## src/rtl/dense_net_macros.svh

```systemverilog
`ifndef DENSE_NET_MACROS_SVH
`define DENSE_NET_MACROS_SVH

`define DN_DATA_W       16
`define DN_IDX_W        4
`define DN_MAX_NEURONS  12

// Layer sizes, input count of layer k is the output count of layer k-1
`define DN_L1_IN        2
`define DN_L1_OUT       8
`define DN_L2_OUT       12
`define DN_L3_OUT       6
`define DN_L4_OUT       4
`define DN_L5_OUT       1

// Weight masks, bit i set adds input i plain, clear adds it inverted
`define DN_W_L1_N0      2'b00
`define DN_W_L1_N1      2'b00
`define DN_W_L1_N2      2'b01
`define DN_W_L1_N3      2'b10
`define DN_W_L1_N4      2'b10
`define DN_W_L1_N5      2'b00
`define DN_W_L1_N6      2'b10
`define DN_W_L1_N7      2'b10

`define DN_W_L2_N0      8'b0110_0101
`define DN_W_L2_N1      8'b1101_0001
`define DN_W_L2_N2      8'b0010_0101
`define DN_W_L2_N3      8'b1111_0001
`define DN_W_L2_N4      8'b0010_1111
`define DN_W_L2_N5      8'b1000_1110
`define DN_W_L2_N6      8'b1001_0010
`define DN_W_L2_N7      8'b1111_1000
`define DN_W_L2_N8      8'b1100_1111
`define DN_W_L2_N9      8'b0010_1111
`define DN_W_L2_N10     8'b1100_1001
`define DN_W_L2_N11     8'b1110_0111

`define DN_W_L3_N0      12'b1111_0010_0100
`define DN_W_L3_N1      12'b1111_0010_0110
`define DN_W_L3_N2      12'b0101_1001_0010
`define DN_W_L3_N3      12'b0001_1101_1101
`define DN_W_L3_N4      12'b1111_0111_1000
`define DN_W_L3_N5      12'b1100_1100_1100

`define DN_W_L4_N0      6'b000000
`define DN_W_L4_N1      6'b000000
`define DN_W_L4_N2      6'b010011
`define DN_W_L4_N3      6'b010011

`define DN_W_L5_N0      4'b1111

// Sigmoid in Q10, breakpoints are inclusive upper bounds
`define DN_SIG_BP1      16'd1024
`define DN_SIG_BP2      16'd2432
`define DN_SIG_BP3      16'd5120
`define DN_SIG_OFS0     16'd512
`define DN_SIG_OFS1     16'd640
`define DN_SIG_OFS2     16'd864
`define DN_SIG_OFS3     16'd1024
`define DN_SIG_HALF     16'd512

`endif

```

## src/rtl/dense_net_pkg.sv

```systemverilog
`default_nettype none

`include "dense_net_macros.svh"

package dense_net_pkg;

    typedef logic [`DN_DATA_W-1:0] data_t;

    typedef enum logic [2:0] {
        L1,
        L2,
        L3,
        L4,
        L5
    } layer_e;

    typedef enum logic [2:0] {
        IDLE,
        CLEAR,
        ACCUM,
        STORE,
        SIGMOID,
        FINISH
    } seq_state_e;

    typedef struct packed {
        data_t x1;
        data_t x2;
    } feature_t;

    // One step of the datapath, bank is the bank read in layers 2 to 5
    typedef struct packed {
        layer_e                layer;
        logic [`DN_IDX_W-1:0] neuron_idx;
        logic [`DN_IDX_W-1:0] input_idx;
        logic                  clear;
        logic                  accum;
        logic                  store;
        logic                  sigmoid;
        logic                  bank;
    } step_ctrl_t;

endpackage

`default_nettype wire

```

## src/rtl/layer_sequencer.sv

```systemverilog
`timescale 1ns/1ns
`default_nettype none

`include "dense_net_macros.svh"

module layer_sequencer (
    input  wire                    clk,
    input  wire                    rst_n_i,
    input  wire                    start_i,
    input  wire                    last_input_i,
    input  wire                    last_neuron_i,
    input  wire [`DN_IDX_W-1:0]    neuron_idx_i,
    input  wire [`DN_IDX_W-1:0]    input_idx_i,
    output dense_net_pkg::step_ctrl_t ctrl_o,
    output logic                   advance_o,
    output logic                   restart_o,
    output logic                   busy_o,
    output logic                   done_o
);

    dense_net_pkg::seq_state_e state_q;
    dense_net_pkg::seq_state_e state_d;
    dense_net_pkg::layer_e     layer_q;
    dense_net_pkg::layer_e     layer_d;
    logic                      bank_q;
    logic                      bank_d;

    always_comb
    begin
        state_d = state_q;
        layer_d = layer_q;
        bank_d  = bank_q;
        case (state_q)
            dense_net_pkg::IDLE:
            begin
                if (start_i)
                begin
                    state_d = dense_net_pkg::CLEAR;
                    layer_d = dense_net_pkg::L1;
                    bank_d  = 1'b0;
                end
            end
            dense_net_pkg::CLEAR:
                state_d = dense_net_pkg::ACCUM;
            dense_net_pkg::ACCUM:
            begin
                if (last_input_i)
                    state_d = dense_net_pkg::STORE;
            end
            dense_net_pkg::STORE:
            begin
                if (!last_neuron_i)
                    state_d = dense_net_pkg::CLEAR;
                else if (layer_q == dense_net_pkg::L5)
                    state_d = dense_net_pkg::SIGMOID;
                else
                begin
                    // Next layer reads what this one wrote
                    state_d = dense_net_pkg::CLEAR;
                    layer_d = dense_net_pkg::layer_e'(layer_q + 3'd1);
                    bank_d  = ~bank_q;
                end
            end
            dense_net_pkg::SIGMOID:
                state_d = dense_net_pkg::FINISH;
            default:
                state_d = dense_net_pkg::IDLE;
        endcase
    end

    always_ff @(posedge clk)
    begin
        if (!rst_n_i)
        begin
            state_q <= dense_net_pkg::IDLE;
            layer_q <= dense_net_pkg::L1;
            bank_q  <= 1'b0;
        end
        else
        begin
            state_q <= state_d;
            layer_q <= layer_d;
            bank_q  <= bank_d;
        end
    end

    assign ctrl_o.layer      = layer_q;
    assign ctrl_o.neuron_idx = neuron_idx_i;
    assign ctrl_o.input_idx  = input_idx_i;
    assign ctrl_o.clear      = (state_q == dense_net_pkg::CLEAR);
    assign ctrl_o.accum      = (state_q == dense_net_pkg::ACCUM);
    assign ctrl_o.store      = (state_q == dense_net_pkg::STORE);
    assign ctrl_o.sigmoid    = (state_q == dense_net_pkg::SIGMOID);
    assign ctrl_o.bank       = bank_q;

    // Input index parks on the last input until STORE wraps it
    assign advance_o = (ctrl_o.accum && !last_input_i) || ctrl_o.store;
    assign restart_o = ((state_q == dense_net_pkg::IDLE) && start_i)
                     || (ctrl_o.store && last_neuron_i);

    assign busy_o = (state_q != dense_net_pkg::IDLE);
    assign done_o = (state_q == dense_net_pkg::FINISH);

endmodule

`default_nettype wire

```

## src/rtl/index_counter.sv

```systemverilog
`timescale 1ns/1ns
`default_nettype none

`include "dense_net_macros.svh"

module index_counter (
    input  wire                    clk,
    input  wire                    rst_n_i,
    input  wire dense_net_pkg::layer_e layer_i,
    input  wire                    advance_i,
    input  wire                    restart_i,
    output logic [`DN_IDX_W-1:0]   neuron_idx_o,
    output logic [`DN_IDX_W-1:0]   input_idx_o,
    output logic                   last_input_o,
    output logic                   last_neuron_o
);

    logic [`DN_IDX_W-1:0] in_last;
    logic [`DN_IDX_W-1:0] out_last;

    // Highest index of each layer
    always_comb
    begin
        case (layer_i)
            dense_net_pkg::L1:
            begin
                in_last  = `DN_IDX_W'(`DN_L1_IN - 1);
                out_last = `DN_IDX_W'(`DN_L1_OUT - 1);
            end
            dense_net_pkg::L2:
            begin
                in_last  = `DN_IDX_W'(`DN_L1_OUT - 1);
                out_last = `DN_IDX_W'(`DN_L2_OUT - 1);
            end
            dense_net_pkg::L3:
            begin
                in_last  = `DN_IDX_W'(`DN_L2_OUT - 1);
                out_last = `DN_IDX_W'(`DN_L3_OUT - 1);
            end
            dense_net_pkg::L4:
            begin
                in_last  = `DN_IDX_W'(`DN_L3_OUT - 1);
                out_last = `DN_IDX_W'(`DN_L4_OUT - 1);
            end
            default:
            begin
                in_last  = `DN_IDX_W'(`DN_L4_OUT - 1);
                out_last = `DN_IDX_W'(`DN_L5_OUT - 1);
            end
        endcase
    end

    assign last_input_o  = (input_idx_o == in_last);
    assign last_neuron_o = (neuron_idx_o == out_last);

    always_ff @(posedge clk)
    begin
        if (!rst_n_i)
        begin
            neuron_idx_o <= '0;
            input_idx_o  <= '0;
        end
        else if (restart_i)
        begin
            neuron_idx_o <= '0;
            input_idx_o  <= '0;
        end
        else if (advance_i)
        begin
            if (last_input_o)
            begin
                input_idx_o  <= '0;
                neuron_idx_o <= last_neuron_o ? '0 : neuron_idx_o + 1'b1;
            end
            else
                input_idx_o <= input_idx_o + 1'b1;
        end
    end

endmodule

`default_nettype wire

```

## src/rtl/neuron_accumulator.sv

```systemverilog
`timescale 1ns/1ns
`default_nettype none

`include "dense_net_macros.svh"

module neuron_accumulator (
    input  wire                        clk,
    input  wire                        rst_n_i,
    input  wire dense_net_pkg::step_ctrl_t ctrl_i,
    input  wire dense_net_pkg::data_t  operand_i,
    output dense_net_pkg::data_t       sum_o,
    output dense_net_pkg::data_t       act_o
);

    // Masks per layer, neuron n sits at bits [n*inputs +: inputs]
    localparam logic [`DN_L1_OUT*`DN_L1_IN-1:0] w_tbl_l1 = {
        `DN_W_L1_N7, `DN_W_L1_N6, `DN_W_L1_N5, `DN_W_L1_N4,
        `DN_W_L1_N3, `DN_W_L1_N2, `DN_W_L1_N1, `DN_W_L1_N0};
    localparam logic [`DN_L2_OUT*`DN_L1_OUT-1:0] w_tbl_l2 = {
        `DN_W_L2_N11, `DN_W_L2_N10, `DN_W_L2_N9, `DN_W_L2_N8,
        `DN_W_L2_N7, `DN_W_L2_N6, `DN_W_L2_N5, `DN_W_L2_N4,
        `DN_W_L2_N3, `DN_W_L2_N2, `DN_W_L2_N1, `DN_W_L2_N0};
    localparam logic [`DN_L3_OUT*`DN_L2_OUT-1:0] w_tbl_l3 = {
        `DN_W_L3_N5, `DN_W_L3_N4, `DN_W_L3_N3,
        `DN_W_L3_N2, `DN_W_L3_N1, `DN_W_L3_N0};
    localparam logic [`DN_L4_OUT*`DN_L3_OUT-1:0] w_tbl_l4 = {
        `DN_W_L4_N3, `DN_W_L4_N2, `DN_W_L4_N1, `DN_W_L4_N0};
    localparam logic [`DN_L5_OUT*`DN_L4_OUT-1:0] w_tbl_l5 = `DN_W_L5_N0;

    logic                 w_plain;
    dense_net_pkg::data_t term;
    dense_net_pkg::data_t acc_q;

    always_comb
    begin
        case (ctrl_i.layer)
            dense_net_pkg::L1:
                w_plain = w_tbl_l1[ctrl_i.neuron_idx * `DN_L1_IN + ctrl_i.input_idx];
            dense_net_pkg::L2:
                w_plain = w_tbl_l2[ctrl_i.neuron_idx * `DN_L1_OUT + ctrl_i.input_idx];
            dense_net_pkg::L3:
                w_plain = w_tbl_l3[ctrl_i.neuron_idx * `DN_L2_OUT + ctrl_i.input_idx];
            dense_net_pkg::L4:
                w_plain = w_tbl_l4[ctrl_i.neuron_idx * `DN_L3_OUT + ctrl_i.input_idx];
            default:
                w_plain = w_tbl_l5[ctrl_i.neuron_idx * `DN_L4_OUT + ctrl_i.input_idx];
        endcase
    end

    // A -1 weight adds the one's complement
    assign term = w_plain ? operand_i : ~operand_i;

    always_ff @(posedge clk)
    begin
        if (!rst_n_i)
            acc_q <= '0;
        else if (ctrl_i.clear)
            acc_q <= '0;
        else if (ctrl_i.accum)
            acc_q <= acc_q + term;
    end

    assign sum_o = acc_q;
    // Hidden layers clamp negative sums, the output neuron passes raw
    assign act_o = (ctrl_i.layer == dense_net_pkg::L5 || !acc_q[`DN_DATA_W-1]) ? acc_q : '0;

endmodule

`default_nettype wire

```

## src/rtl/activation_buffer.sv

```systemverilog
`timescale 1ns/1ns
`default_nettype none

`include "dense_net_macros.svh"

module activation_buffer (
    input  wire                        clk,
    input  wire                        rst_n_i,
    input  wire dense_net_pkg::step_ctrl_t ctrl_i,
    input  wire dense_net_pkg::feature_t features_i,
    input  wire dense_net_pkg::data_t  act_i,
    output dense_net_pkg::data_t       operand_o
);

    dense_net_pkg::data_t bank_mem [2][`DN_MAX_NEURONS];

    // Writes go to the bank that is not being read
    always_ff @(posedge clk)
    begin
        if (rst_n_i && ctrl_i.store)
            bank_mem[!ctrl_i.bank][ctrl_i.neuron_idx] <= act_i;
    end

    always_comb
    begin
        if (ctrl_i.layer == dense_net_pkg::L1)
            operand_o = ctrl_i.input_idx[0] ? features_i.x2 : features_i.x1;
        else
            operand_o = bank_mem[ctrl_i.bank][ctrl_i.input_idx];
    end

endmodule

`default_nettype wire

```

## src/rtl/sigmoid_decision.sv

```systemverilog
`timescale 1ns/1ns
`default_nettype none

`include "dense_net_macros.svh"

module sigmoid_decision (
    input  wire                       clk,
    input  wire                       rst_n_i,
    input  wire                       load_i,
    input  wire dense_net_pkg::data_t sum_i,
    output dense_net_pkg::data_t      score_o,
    output logic                      class_o
);

    dense_net_pkg::data_t score_d;

    // Four linear pieces, sum taken as unsigned
    always_comb
    begin
        if (sum_i <= `DN_SIG_BP1)
            score_d = (sum_i >> 2) + `DN_SIG_OFS0;
        else if (sum_i <= `DN_SIG_BP2)
            score_d = (sum_i >> 3) + `DN_SIG_OFS1;
        else if (sum_i <= `DN_SIG_BP3)
            score_d = (sum_i >> 5) + `DN_SIG_OFS2;
        else
            score_d = `DN_SIG_OFS3;
    end

    always_ff @(posedge clk)
    begin
        if (!rst_n_i)
        begin
            score_o <= '0;
            class_o <= 1'b0;
        end
        else if (load_i)
        begin
            score_o <= score_d;
            class_o <= (score_d > `DN_SIG_HALF);
        end
    end

endmodule

`default_nettype wire

```

## src/rtl/dense_net_top.sv

```systemverilog
`timescale 1ns/1ns
`default_nettype none

`include "dense_net_macros.svh"

module dense_net_top (
    input  wire                          clk,
    input  wire                          rst_n_i,
    input  wire                          start_i,
    input  wire dense_net_pkg::feature_t feature_i,
    output logic                         busy_o,
    output logic                         done_o,
    output logic                         class_o,
    output dense_net_pkg::data_t         score_o
);

    dense_net_pkg::feature_t   feature_q;
    dense_net_pkg::step_ctrl_t ctrl;
    dense_net_pkg::data_t      operand;
    dense_net_pkg::data_t      act;
    dense_net_pkg::data_t      sum;
    logic                      advance;
    logic                      restart;
    logic                      last_input;
    logic                      last_neuron;
    logic [`DN_IDX_W-1:0]      neuron_idx;
    logic [`DN_IDX_W-1:0]      input_idx;

    // Samples held for the whole run
    always_ff @(posedge clk)
    begin
        if (start_i && !busy_o)
            feature_q <= feature_i;
    end

    layer_sequencer layer_sequencer_i (
        .clk           (clk),
        .rst_n_i       (rst_n_i),
        .start_i       (start_i),
        .last_input_i  (last_input),
        .last_neuron_i (last_neuron),
        .neuron_idx_i  (neuron_idx),
        .input_idx_i   (input_idx),
        .ctrl_o        (ctrl),
        .advance_o     (advance),
        .restart_o     (restart),
        .busy_o        (busy_o),
        .done_o        (done_o)
    );

    index_counter index_counter_i (
        .clk           (clk),
        .rst_n_i       (rst_n_i),
        .layer_i       (ctrl.layer),
        .advance_i     (advance),
        .restart_i     (restart),
        .neuron_idx_o  (neuron_idx),
        .input_idx_o   (input_idx),
        .last_input_o  (last_input),
        .last_neuron_o (last_neuron)
    );

    neuron_accumulator neuron_accumulator_i (
        .clk       (clk),
        .rst_n_i   (rst_n_i),
        .ctrl_i    (ctrl),
        .operand_i (operand),
        .sum_o     (sum),
        .act_o     (act)
    );

    activation_buffer activation_buffer_i (
        .clk        (clk),
        .rst_n_i    (rst_n_i),
        .ctrl_i     (ctrl),
        .features_i (feature_q),
        .act_i      (act),
        .operand_o  (operand)
    );

    sigmoid_decision sigmoid_decision_i (
        .clk     (clk),
        .rst_n_i (rst_n_i),
        .load_i  (ctrl.sigmoid),
        .sum_i   (sum),
        .score_o (score_o),
        .class_o (class_o)
    );

endmodule

`default_nettype wire

```

## config.mk

```make
export PLATFORM = sky130hd
export DESIGN_NAME = dense_net_top
export DESIGN_NICKNAME = d
export VERILOG_FILES = /design/src/rtl/dense_net_pkg.sv /design/src/rtl/layer_sequencer.sv /design/src/rtl/index_counter.sv /design/src/rtl/neuron_accumulator.sv /design/src/rtl/activation_buffer.sv /design/src/rtl/sigmoid_decision.sv /design/src/rtl/dense_net_top.sv
export VERILOG_INCLUDE_DIRS = /design/src /design/src/rtl
export SDC_FILE = /design/constraint.sdc
export NUM_CORES = 1
export LEC_CHECK = 0
export BUFFER_PORTS_ARGS = -buffer_cell sky130_fd_sc_hd__buf_2
export CORE_ASPECT_RATIO = 0.6
export CORE_MARGIN = 8
export CORE_UTILIZATION = 30
export CTS_CLUSTER_SIZE = 20
export DETAILED_ROUTE_END_ITERATION = 8
export PLACE_DENSITY = 0.57
export SYNTH_ARGS = -nofsm -noshare
export SYNTH_HDL_FRONTEND = slang
export SYNTH_SLANG_ARGS = --single-unit
```

## constraint.sdc

```tcl
create_clock -name clk -period 5.8 [get_ports clk]
set_input_delay 0.87 -clock clk [delete_from_list [all_inputs] [get_ports clk]]
set_output_delay 0.87 -clock clk [all_outputs]
set_load 0.005 [all_outputs]
```

* Yosys cells after proc, flatten, opt, wreduce, memory -nomap -nowiden *
Memory sizes are Yosys's and may differ from the RTL's. A register that Yosys moved wholly into a read port is not among the register bits.
Cells that the tools add are included.

storage, ports and cells
  flip-flop bits (word level) = 80
  latch bits = 0
  RAM bits = 384
  memory bits (read-only) = 304
  input port bits = 35
  output and inout port bits = 19
  word-level logic and storage cells = 123
  memories kept = 5

operators by class
  add/subtract/negate cells = 12
  $mul = 2
  divide/modulo/power cells = 0
  order comparisons = 12
  equal/unequal tests = 15
  shift operators = 0
  mux-type cells = 40
  bitwise logic cells = 5
  reduce and logical (&&, ||, !) cells = 22

memories
  memory                        words  bits a word  read ports  clocked after Yosys merged registers in  write ports  RTL line                  RTL
  activation_buffer_i.bank_mem  2      192          1           1                                        1            activation_buffer.sv:15   dense_net_pkg::data_t bank_mem [2][`DN_MAX_NEURONS];
  (no name shown)               128    1            1           0                                        0            neuron_accumulator.sv:40  w_plain = w_tbl_l2[ctrl_i.neuron_idx * `DN_L1_OUT + ctrl_i.input_idx];
  (no name shown)               128    1            1           0                                        0            neuron_accumulator.sv:42  w_plain = w_tbl_l3[ctrl_i.neuron_idx * `DN_L2_OUT + ctrl_i.input_idx];
  (no name shown)               32     1            1           0                                        0            neuron_accumulator.sv:44  w_plain = w_tbl_l4[ctrl_i.neuron_idx * `DN_L3_OUT + ctrl_i.input_idx];
  (no name shown)               16     1            1           0                                        0            neuron_accumulator.sv:38  w_plain = w_tbl_l1[ctrl_i.neuron_idx * `DN_L1_IN + ctrl_i.input_idx];

operator list
  operator                                                           number
  two-way mux 192 bit                                                1
  two-way mux 16 bit                                                 10
  binary-select mux 16 bit (select 4 bit)                            1
  demux 16 bit (select 4 bit)                                        1
  < comparator 32 x 8 -> 1 bit (second input constant)               2
  < comparator 32 x 3 -> 1 bit (second input constant)               1
  < comparator 32 x 5 -> 1 bit (second input constant)               1
  < comparator 32 x 6 -> 1 bit (second input constant)               1
  case mux 4 bit (4 select lines)                                    2
  two-way mux 3 bit                                                  7
  adder 16 bit                                                       1
  adder 7 x 4 -> 8 bit                                               2
  > comparator 16 x 10 -> 1 bit (second input constant)              1
  less-or-equal comparator 16 x 11 -> 1 bit (second input constant)  1
  less-or-equal comparator 16 x 12 -> 1 bit (second input constant)  1
  less-or-equal comparator 16 x 13 -> 1 bit (second input constant)  1
  NOT 16 bit                                                         1
  adder 14 x 10 -> 15 bit (second input constant)                    1
  case mux 3 bit (5 select lines)                                    1
  adder 13 x 10 -> 14 bit (second input constant)                    1
  adder 11 x 10 -> 12 bit (second input constant)                    1
  == test 3 x 2 -> 1 bit (second input constant)                     4
  multiplier 4 x 2 -> 6 bit (second input constant)                  2
  two-way mux 1 bit                                                  11
  other kinds (28)                                                   52

* Depth between registers and ports, before layout *
Gate-level depths: netlist (run 1).

  depth in word-level cells = 8
  depth in mapped cells = 27
  mapped depth without buffers = 23

* Hierarchy *
Synthesis (run 1) repeated with hierarchy kept, for this count alone.

unflattened totals
  cells, all modules = 1476
  area, all modules = 21146.5 um2

modules (own cells, without submodules)
  module              times used  cells an instance  area an instance (um2)  sequential area each (um2)
  activation_buffer   1           886                15354.7                 11531.1
  neuron_accumulator  1           287                2441.1                  320.3
  sigmoid_decision    1           144                1241.2                  320.3
  dense_net_top       1           33                 974.7                   960.9
  index_counter       1           65                 605.6                   160.2
  layer_sequencer     1           61                 529.3                   140.1

* Worst setup path after synthesis (run 1) *
No wires, ideal clock.

  kind = register to register
  start = register index_counter_i.input_idx_o[0]
  end = register neuron_accumulator_i.acc_q[15], in the netlist neuron_accumulator_i.sum_o[15]
  library setup time = 0.121 ns
  data arrival time = 5.709 ns
  path slack = -0.031 ns
  cell stages (with the launch flop) = 26
  path buffers = 6
  path through = dfxtp_1 -> clkbuf_1 -> buf_2 -> buf_2 -> buf_2 -> buf_2 -> inv_1 -> ha_1 -> and2_1 -> o311ai_1 -> o2111ai_1 -> o311a_1 -> a211oi_1 -> nand3_2 -> clkbuf_1 -> xnor2_1 -> ha_1 -> a2111oi_0 -> o21ai_0 -> nand3_1 -> nand3_1 -> a41o_1 -> a31oi_1 -> nor2_1 -> mux2_4 -> mux2_4

between the ends
  longest elaborated chain between the ends = 8

ends and longest elaborated chain
  item                                                          RTL line                  RTL
  start: declaration                                            index_counter.sv:13       output logic [`DN_IDX_W-1:0] input_idx_o,
  start signal: assignment                                      index_counter.sv:76       input_idx_o <= input_idx_o + 1'b1;
  branches (longest 6 deep; another with adder 8 x 4 -> 9 bit)  --
  two-way mux 16 bit (*)                                        neuron_accumulator.sv:51  assign term = w_plain ? operand_i : ~operand_i;
  adder 16 bit (*)                                              neuron_accumulator.sv:60  acc_q <= acc_q + term;
  end signal: assignment                                        neuron_accumulator.sv:60
  end: declaration                                              neuron_accumulator.sv:32  dense_net_pkg::data_t acc_q;

Every way passes the cells marked *. The select of a mux whose other input is x is not followed.
A chain may end at the register's enable or synchronous reset.

* Worst setup path after layout (run 1) *
  start = register index_counter_i.neuron_idx_o[0]
  end = register neuron_accumulator_i.acc_q[15], in the netlist neuron_accumulator_i.sum_o[15]

between the ends
  longest elaborated chain between the ends = 7

ends and longest elaborated chain
  item                                                                 RTL line                                            RTL
  start: declaration                                                   index_counter.sv:12                                 output logic [`DN_IDX_W-1:0] neuron_idx_o,
  start signal: assignment                                             index_counter.sv:73                                 neuron_idx_o <= last_neuron_o ? '0 : neuron_idx_o + 1'b1;
  multiplier 4 x 2 -> 6 bit (no line)                                  --
  adder 8 x 4 -> 9 bit / adder 7 x 4 -> 8 bit (equally long branches)  neuron_accumulator.sv:42, neuron_accumulator.sv:44
  memory (128 x 1 bit) / memory (32 x 1 bit) (equally long branches)   --
  two-way mux 1 bit, on equally long branches                          neuron_accumulator.sv:42, neuron_accumulator.sv:44
  case mux 1 bit (4 select lines) (*)                                  neuron_accumulator.sv:36                            case (ctrl_i.layer)
  two-way mux 16 bit (*)                                               neuron_accumulator.sv:51
  adder 16 bit (*)                                                     neuron_accumulator.sv:60

Every way passes the cells marked *; elsewhere a longest branch is shown, timed or not. The select of a mux whose other input is x is not followed.

==> results.cfg, run 1 <==
[critical_path]
cp.arrival_ps = 5790
ff2ff_path_depth = 20
path_class = register to register
cp.required_ps = 6250
crit_path_max_fanout = 10
cp-end-kind = register
endpoint = neuron_accumulator_i.sum_o[15]
regToRegStartpoint = index_counter_i.neuron_idx_o[0]
startpoint = index_counter_i.neuron_idx_o[0]
start_kind = register
r2r_setup_slack_ps = 470
rr_endpoint = neuron_accumulator_i.sum_o[15]

[final_layout]
nNetsFinal = 1452
syn2layout_area_growth_pct = 15.67
fin_cells = 2302
diodes = 0
fillCellCount = 6368
multi_input_area_mm2 = 0.006544
regArea_mm2 = 0.01346
drive_above_1_share_pct = 22.66

[timing]
setup-tns-final_ps = 0
slew_headroom_pct = 21.64
final-setup-viol-count = 0
whs_ps = 475.7
hold_violations = 0
slew_viol_final = 0
rsz0062_at_grt = false
finClkSkew_ps = 27.32
timing.final.crit_share_pct = 91.95
worstMarginPinSlew_ps = 1175
fmax_mhz = 187.5
period_needed_ps = 5333

[global_routing]
overflow = 0
antenna_found_initial = 0
grt_usage_pct = 12.25
grt_pass1_wl_um = 73090
first_global_vias = 11262
grt_max_degree = 65

[logic_synthesis]
yosys_register_bits = 464
synth_area_leaders = edfxtp_1 61%, mux4_2 13%, dfxtp_1 4.7%
synth_flop_cell = edfxtp_1
synth_nets = 1350
ys_seq_area_share_pct = 66.18
synth-async-reset-ratio_pct = 0
yosysTopAreaCellShare_pct = 61.45
avgSynthCellArea_um2 = 16.18
synth_cell_types = 69
synth_area_mm2 = 0.02033
synth_edf_count = 416
syn_inst = 1256
yosys.area.top_type = edfxtp_1
yosys_warnings = 0

[worst_hold_path]
hold_class = input port to register

[drt]
drt_iter0_markers = 981
wl_um = 48560
viasPerCell = 4.960
wl_per_cell_um = 21.10
routed-via-count = 11417
post-route-drc-count = 0
ant_nets = 0
first_pass_iters = 5

[cts]
clkTransAtPathRegs_ps = 70
hold_buffers = 0
clock-sinks = 464
clk_latency_ps = 570
cts_buffers = 42
htreeDepth = 2
root_buffer = clkbuf_16
cts_buffer_depth = 3
cts_tree = done

[die]
die_y_um = 217.6
dieArea_mm2 = 0.07662
start_util_pct = 30.12
core_mm2 = 0.06750
rows = 74
io_pins = 54
dieWidth_um = 352.1

[status]
status = complete, no violations

[run]
cap_violations = 0

[place]
dp.cells = 2219
gp_congestion = 0.8741
hpwl_um = 32090
io_buffers = 52

[pwr]
power_density_mw_per_mm2 = 345.4
power_uw = 8121
ir_drop_mv = 0.2064
p_leak_uw = 0.008066
flip-flops by register name, indices dropped and copies added, names as in the netlist, named ones only:
register and count:
activation_buffer_i.bank_mem 384, feature_q 32, index_counter_i.input_idx_o 4, index_counter_i.neuron_idx_o 4
layer_sequencer_i.bank_q 1, layer_sequencer_i.layer_q 3, layer_sequencer_i.state_q 3, neuron_accumulator_i.sum_o 16
sigmoid_decision_i.class_o 1, sigmoid_decision_i.score_o 15
cell type report:
class | count | share of cell area, %
clock inverter | 23 | 1.548
sequential | 464 | 57.26
inverter | 30 | 0.4789
clock buffer | 53 | 4.645
tap | 912 | 4.853
multi-input combinational | 700 | 27.83
timing repair buffer | 120 | 3.384
stage by stage:
step           area [µm²]  utilization [%]  worst slack [ps]
4_1_cts             23420            34.70             128.6
2_1_floorplan       20330                -             82.71
3_5_place_dp        21960            32.54             153.1
5_1_grt             23510            34.84             32.13
6_report            23510            34.84             467.2
3_3_place_gp        21960            32.54             208.5
per-layer routing:
layer,vias to the layer above,wire [µm],global-route usage (%)
met5,-,0,0
met4,0,535,1.936
met3,41,3155,2.600
met2,319,20340,17.33
met1,5923,24530,19.34
li1,5134,-,-
where the power goes:
part | total [µW] | switching (µW) | internal (µW)
sequential | 3900 | 77.8 | 3820
combinational | 1250 | 776 | 471
clock | 2970 | 1260 | 1710
total | 8120 | 2120 | 6010
synthesized netlist by cell type, types with 2 or more instances:
library cell,instances
a2111oi_0,3
a211oi_1,6
a21o_1,10
a21oi_1,67
a221oi_1,16
a22oi_1,8
a31oi_1,5
a32oi_1,3
a41o_1,2
and2_1,6
and3_1,30
buf_1,8
buf_2,19
clkbuf_1,33
clkinv_1,2
dfxtp_1,48
edfxtp_1,416
fa_1,5
ha_1,54
inv_1,26
inv_2,2
mux2_4,2
mux2i_1,25
mux4_2,113
nand2_1,104
nand2b_1,3
nand3_1,15
nand3b_1,3
nand4_1,5
nor2_1,66
nor2b_1,21
nor3_1,16
nor4_1,4
o21a_1,4
o21ai_0,17
o21ai_1,2
o22ai_1,3
o2bb2ai_1,2
o311ai_1,2
o31ai_1,3
or3_1,4
xnor2_1,37
xor2_1,10
kinds of logic after synthesis:
logic type	Yosys count	synth area share (%)
buffers and inverters	92	1.871
DFF	464	66.18
muxes	140	13.90
and+or+nand+nor	285	6.611
other	1	0.01845
xor gates and xnor gates	49	2.216
adders and majority gates	59	3.816
AOI/OAI and AO/OA	166	5.392
cell usage in the layout (no fill, tap or decap), drive strengths merged, types with 6 or more instances in the layout:
cell type  count
dfxtp         48
mux2i         25
a221oi        16
xor2          11
xnor2         37
nand2        104
a22oi          8
clkbuf        53
nor2          66
mux4         113
ha            54
clkinv        15
bufinv         8
a21oi         67
buf          120
and2           6
o21ai         19
a21o          10
nor2b         21
and3          30
nor3          16
nand3         16
inv           29
a211oi         6
edfxtp       416
critical path: stages, from the launching register on:
cell and delay (ps):
dfxtp_2 360, ha_1 250, fa_1 690, ha_1 320, a21oi_1 170, xnor2_1 160, mux2i_1 120, a211oi_2 290
nand3_4 200, buf_4 260, xnor2_1 150, ha_1 270, a2111oi_1 410, o21ai_0 190, nand3_1 180, nand3_1 120
a41o_1 270, a31oi_1 200, nor2_1 60, mux2_4 270, mux2_4 290
what timing repair did:
| action | CTS | global route |
|---|---|---|
| setup buffers | 0 | 7 |
| setup endpoints to repair | 0 | 4 |
| gates resized for setup | 0 | 9 |
worst min-delay path by stage:
stage	startpoint	to	slack [ps]	cells after the start
2_1_floorplan	neuron_accumulator_i.sum_o[0]	neuron_accumulator_i.sum_o[0]	460	2
3_3_place_gp	sigmoid_decision_i.score_o[11]	sigmoid_decision_i.score_o[11]	470	2
3_5_place_dp	sigmoid_decision_i.score_o[14]	sigmoid_decision_i.score_o[14]	470	1
4_1_cts	feature_i[28]	feature_q[28]	450	1
5_1_grt	feature_i[25]	feature_q[25]	440	1
6_report	feature_i[25]	feature_q[25]	480	1
No activity file was read; power rests on OpenSTA's default activity.
==> run 2: changes to the inputs <==
- PLACE_DENSITY: 0.57 -> 0.55
- SLEW_MARGIN: not set -> 30
- clock period: 5.8 -> 4.95 ns (I/O delays scaled with it)
==> run 2 against run 1 <==
Maximum frequency rose by 13%. Sequential power increased by 17%. Core utilization grew 0.73 points. Combinational power up 29%. First-iteration DRC count fell by 16%. Critical endpoint unchanged. Largest cell class unchanged.
==> results.cfg, run 2 (same netlist as run 1, synthesis figures left out) <==
[critical_path]
crit_path_max_fanout = 8
regToRegStartpoint = index_counter_i.neuron_idx_o[0]
cp-end-kind = register
start_kind = register
path_class = register to register
startpoint = index_counter_i.neuron_idx_o[0]
cp.arrival_ps = 5180
cp.required_ps = 5400

[place]
gp_congestion = 0.8360
pre_cts_slack_ps = -45.24
hpwl_um = 33150
postPlaceCellArea_mm2 = 0.02240
io_buffers = 52

[final_layout]
syn2layout_area_growth_pct = 18.10
diodes = 0
fillCellCount = 6387
regArea_mm2 = 0.01346
finalInstanceArea_mm2 = 0.02401
multi_input_area_mm2 = 0.006716
final_common_cell = edfxtp_1
drive_above_1_share_pct = 27.06
largest_reg_flops = 384
nNetsFinal = 1497
utilization_pct = 35.57
layout_common_cells = 416 x edfxtp_1, 113 x mux4_2, 104 x nand2_1
largest_register = activation_buffer_i.bank_mem

[timing]
fmax_mhz = 211.4
setup-tns-final_ps = 0
slew_headroom_pct = 44.38
timing.final.crit_share_pct = 95.58
slew_viol_final = 0
period_needed_ps = 4731
setup_ws_ps = 218.9
final-setup-viol-count = 0
rsz0062_at_grt = true
finClkSkew_ps = 12.17
hold_violations = 0
worstMarginPinSlew_ps = 830.6

[cts]
hold_buffers = 0
cts_buffer_depth = 3
clk_latency_ps = 560
cts_buffers = 44
clkTransAtPathRegs_ps = 60
root_buffer = clkbuf_16
htreeDepth = 2
cts_tree = done
clock-sinks = 464

[pwr]
power_switching_uw = 2499
pwr-share-comb_pct = 17.1
clockPowerShare_pct = 34.2
swShare_pct = 26.61
power_density_mw_per_mm2 = 391.2
p_leak_uw = 0.008287
power_frac_seq_pct = 48.7
ir_drop_mv = 0.2732
p_int_uw = 6892

[die]
core_mm2 = 0.06750
dieWidth_um = 352.1
die_y_um = 217.6
rows = 74
io_pins = 54
start_util_pct = 30.12
dieArea_mm2 = 0.07662

[drt]
ant_nets = 0
wl_um = 50100
first_pass_iters = 5
routed-via-count = 11641
viasPerCell = 4.962
wl_per_cell_um = 21.36
drt_iter0_markers = 823
post-route-drc-count = 0

[worst_hold_path]
hold_class = input port to register
hold_path_startpoint = feature_i[10]

[global_routing]
first_global_vias = 11815
grt_usage_pct = 12.77
antenna_found_initial = 0
overflow = 0
grt_max_degree = 35
grt_pass1_wl_um = 75870

[status]
status = complete, no violations

[run]
cap_violations = 0
-- run 2: changes by cell type in the layout (fill, tap and decap cells not counted), sizes merged --
cell      delta
clkinv       +6
bufinv       -7
inv          -1
buf         +43
clkbuf       +1
clkinvlp     +2
-- run 2: path summary, 6_finish.rpt --
kind                                     to  slack, ps  cells past startpoint
min                           feature_q[10]        350                      1
max          neuron_accumulator_i.sum_o[15]        220                     23
max reg2reg  neuron_accumulator_i.sum_o[15]        220                     23
min reg2reg  sigmoid_decision_i.score_o[13]        480                      1
-- run 2: power groups by stage --
stage / Sequential, µW / Clock (µW) / Combinational, µW
floorplan: 4620 / 0 / 1040
global placement: 4650 / 0 / 1510
detailed placement: 4650 / 0 / 1530
CTS: 4570 / 3280 / 1540
global route: 4590 / 3430 / 1750
finish: 4570 / 3210 / 1610
-- run 2: worst max-delay path, cell delays in order (launching register included) --
cell and delay (ps):
dfxtp_2 350, ha_4 180, fa_2 640, buf_12 120, xor2_4 190, buf_4 160
xor2_2 60, o221ai_2 170, nand2_1 70, o211ai_1 110, nand3_2 120, buf_12 160
buf_4 140, xnor2_1 120, ha_2 200, buf_4 140, a2111o_1 410, nand3_2 110
nand3_1 100, a41o_1 260, a31oi_1 170, nor2_1 60, mux2_4 260, mux2_4 300
-- run 2: timing repair --
| item | CTS | global route |
|---|---|---|
| gates cloned | 0 | 0 |
| setup endpoints to repair | 2 | 4 |
| pin swaps | 0 | 8 |
| gates resized for setup | 4 | 32 |
| buffers inserted | 0 | 7 |
-- run 2: area by class of cell --
cell class / count / area share, %
Clock buffer: 54 / 5.009
Clock inverter: 23 / 0.6150
Inverter: 30 / 0.4691
Multi-Input combinational cell: 700 / 27.98
Sequential cell: 464 / 56.08
Tap cell: 912 / 4.753
Timing Repair Buffer: 163 / 5.092
-- run 2: metrics by stage --
step | total power [µW] | hold slack [ps] | std cells
CTS | 9400 | 330.7 | 2339
global placement | 6163 | 465.7 | 2262
global route | 9769 | 330.0 | 2346
finish | 9391 | 354.3 | 2346
detailed placement | 6186 | 466.6 | 2262
floorplan | 5656 | 462.2 | 1256
-- run 2: layer usage --
layer  vias up  GRT usage (%)  wire [µm]
li1       5220              -          -
met1      6004          19.74      25080
met2       356          18.53      21050
met3        61          2.667       3311
met4         0          2.207        665
met5         -              0          0
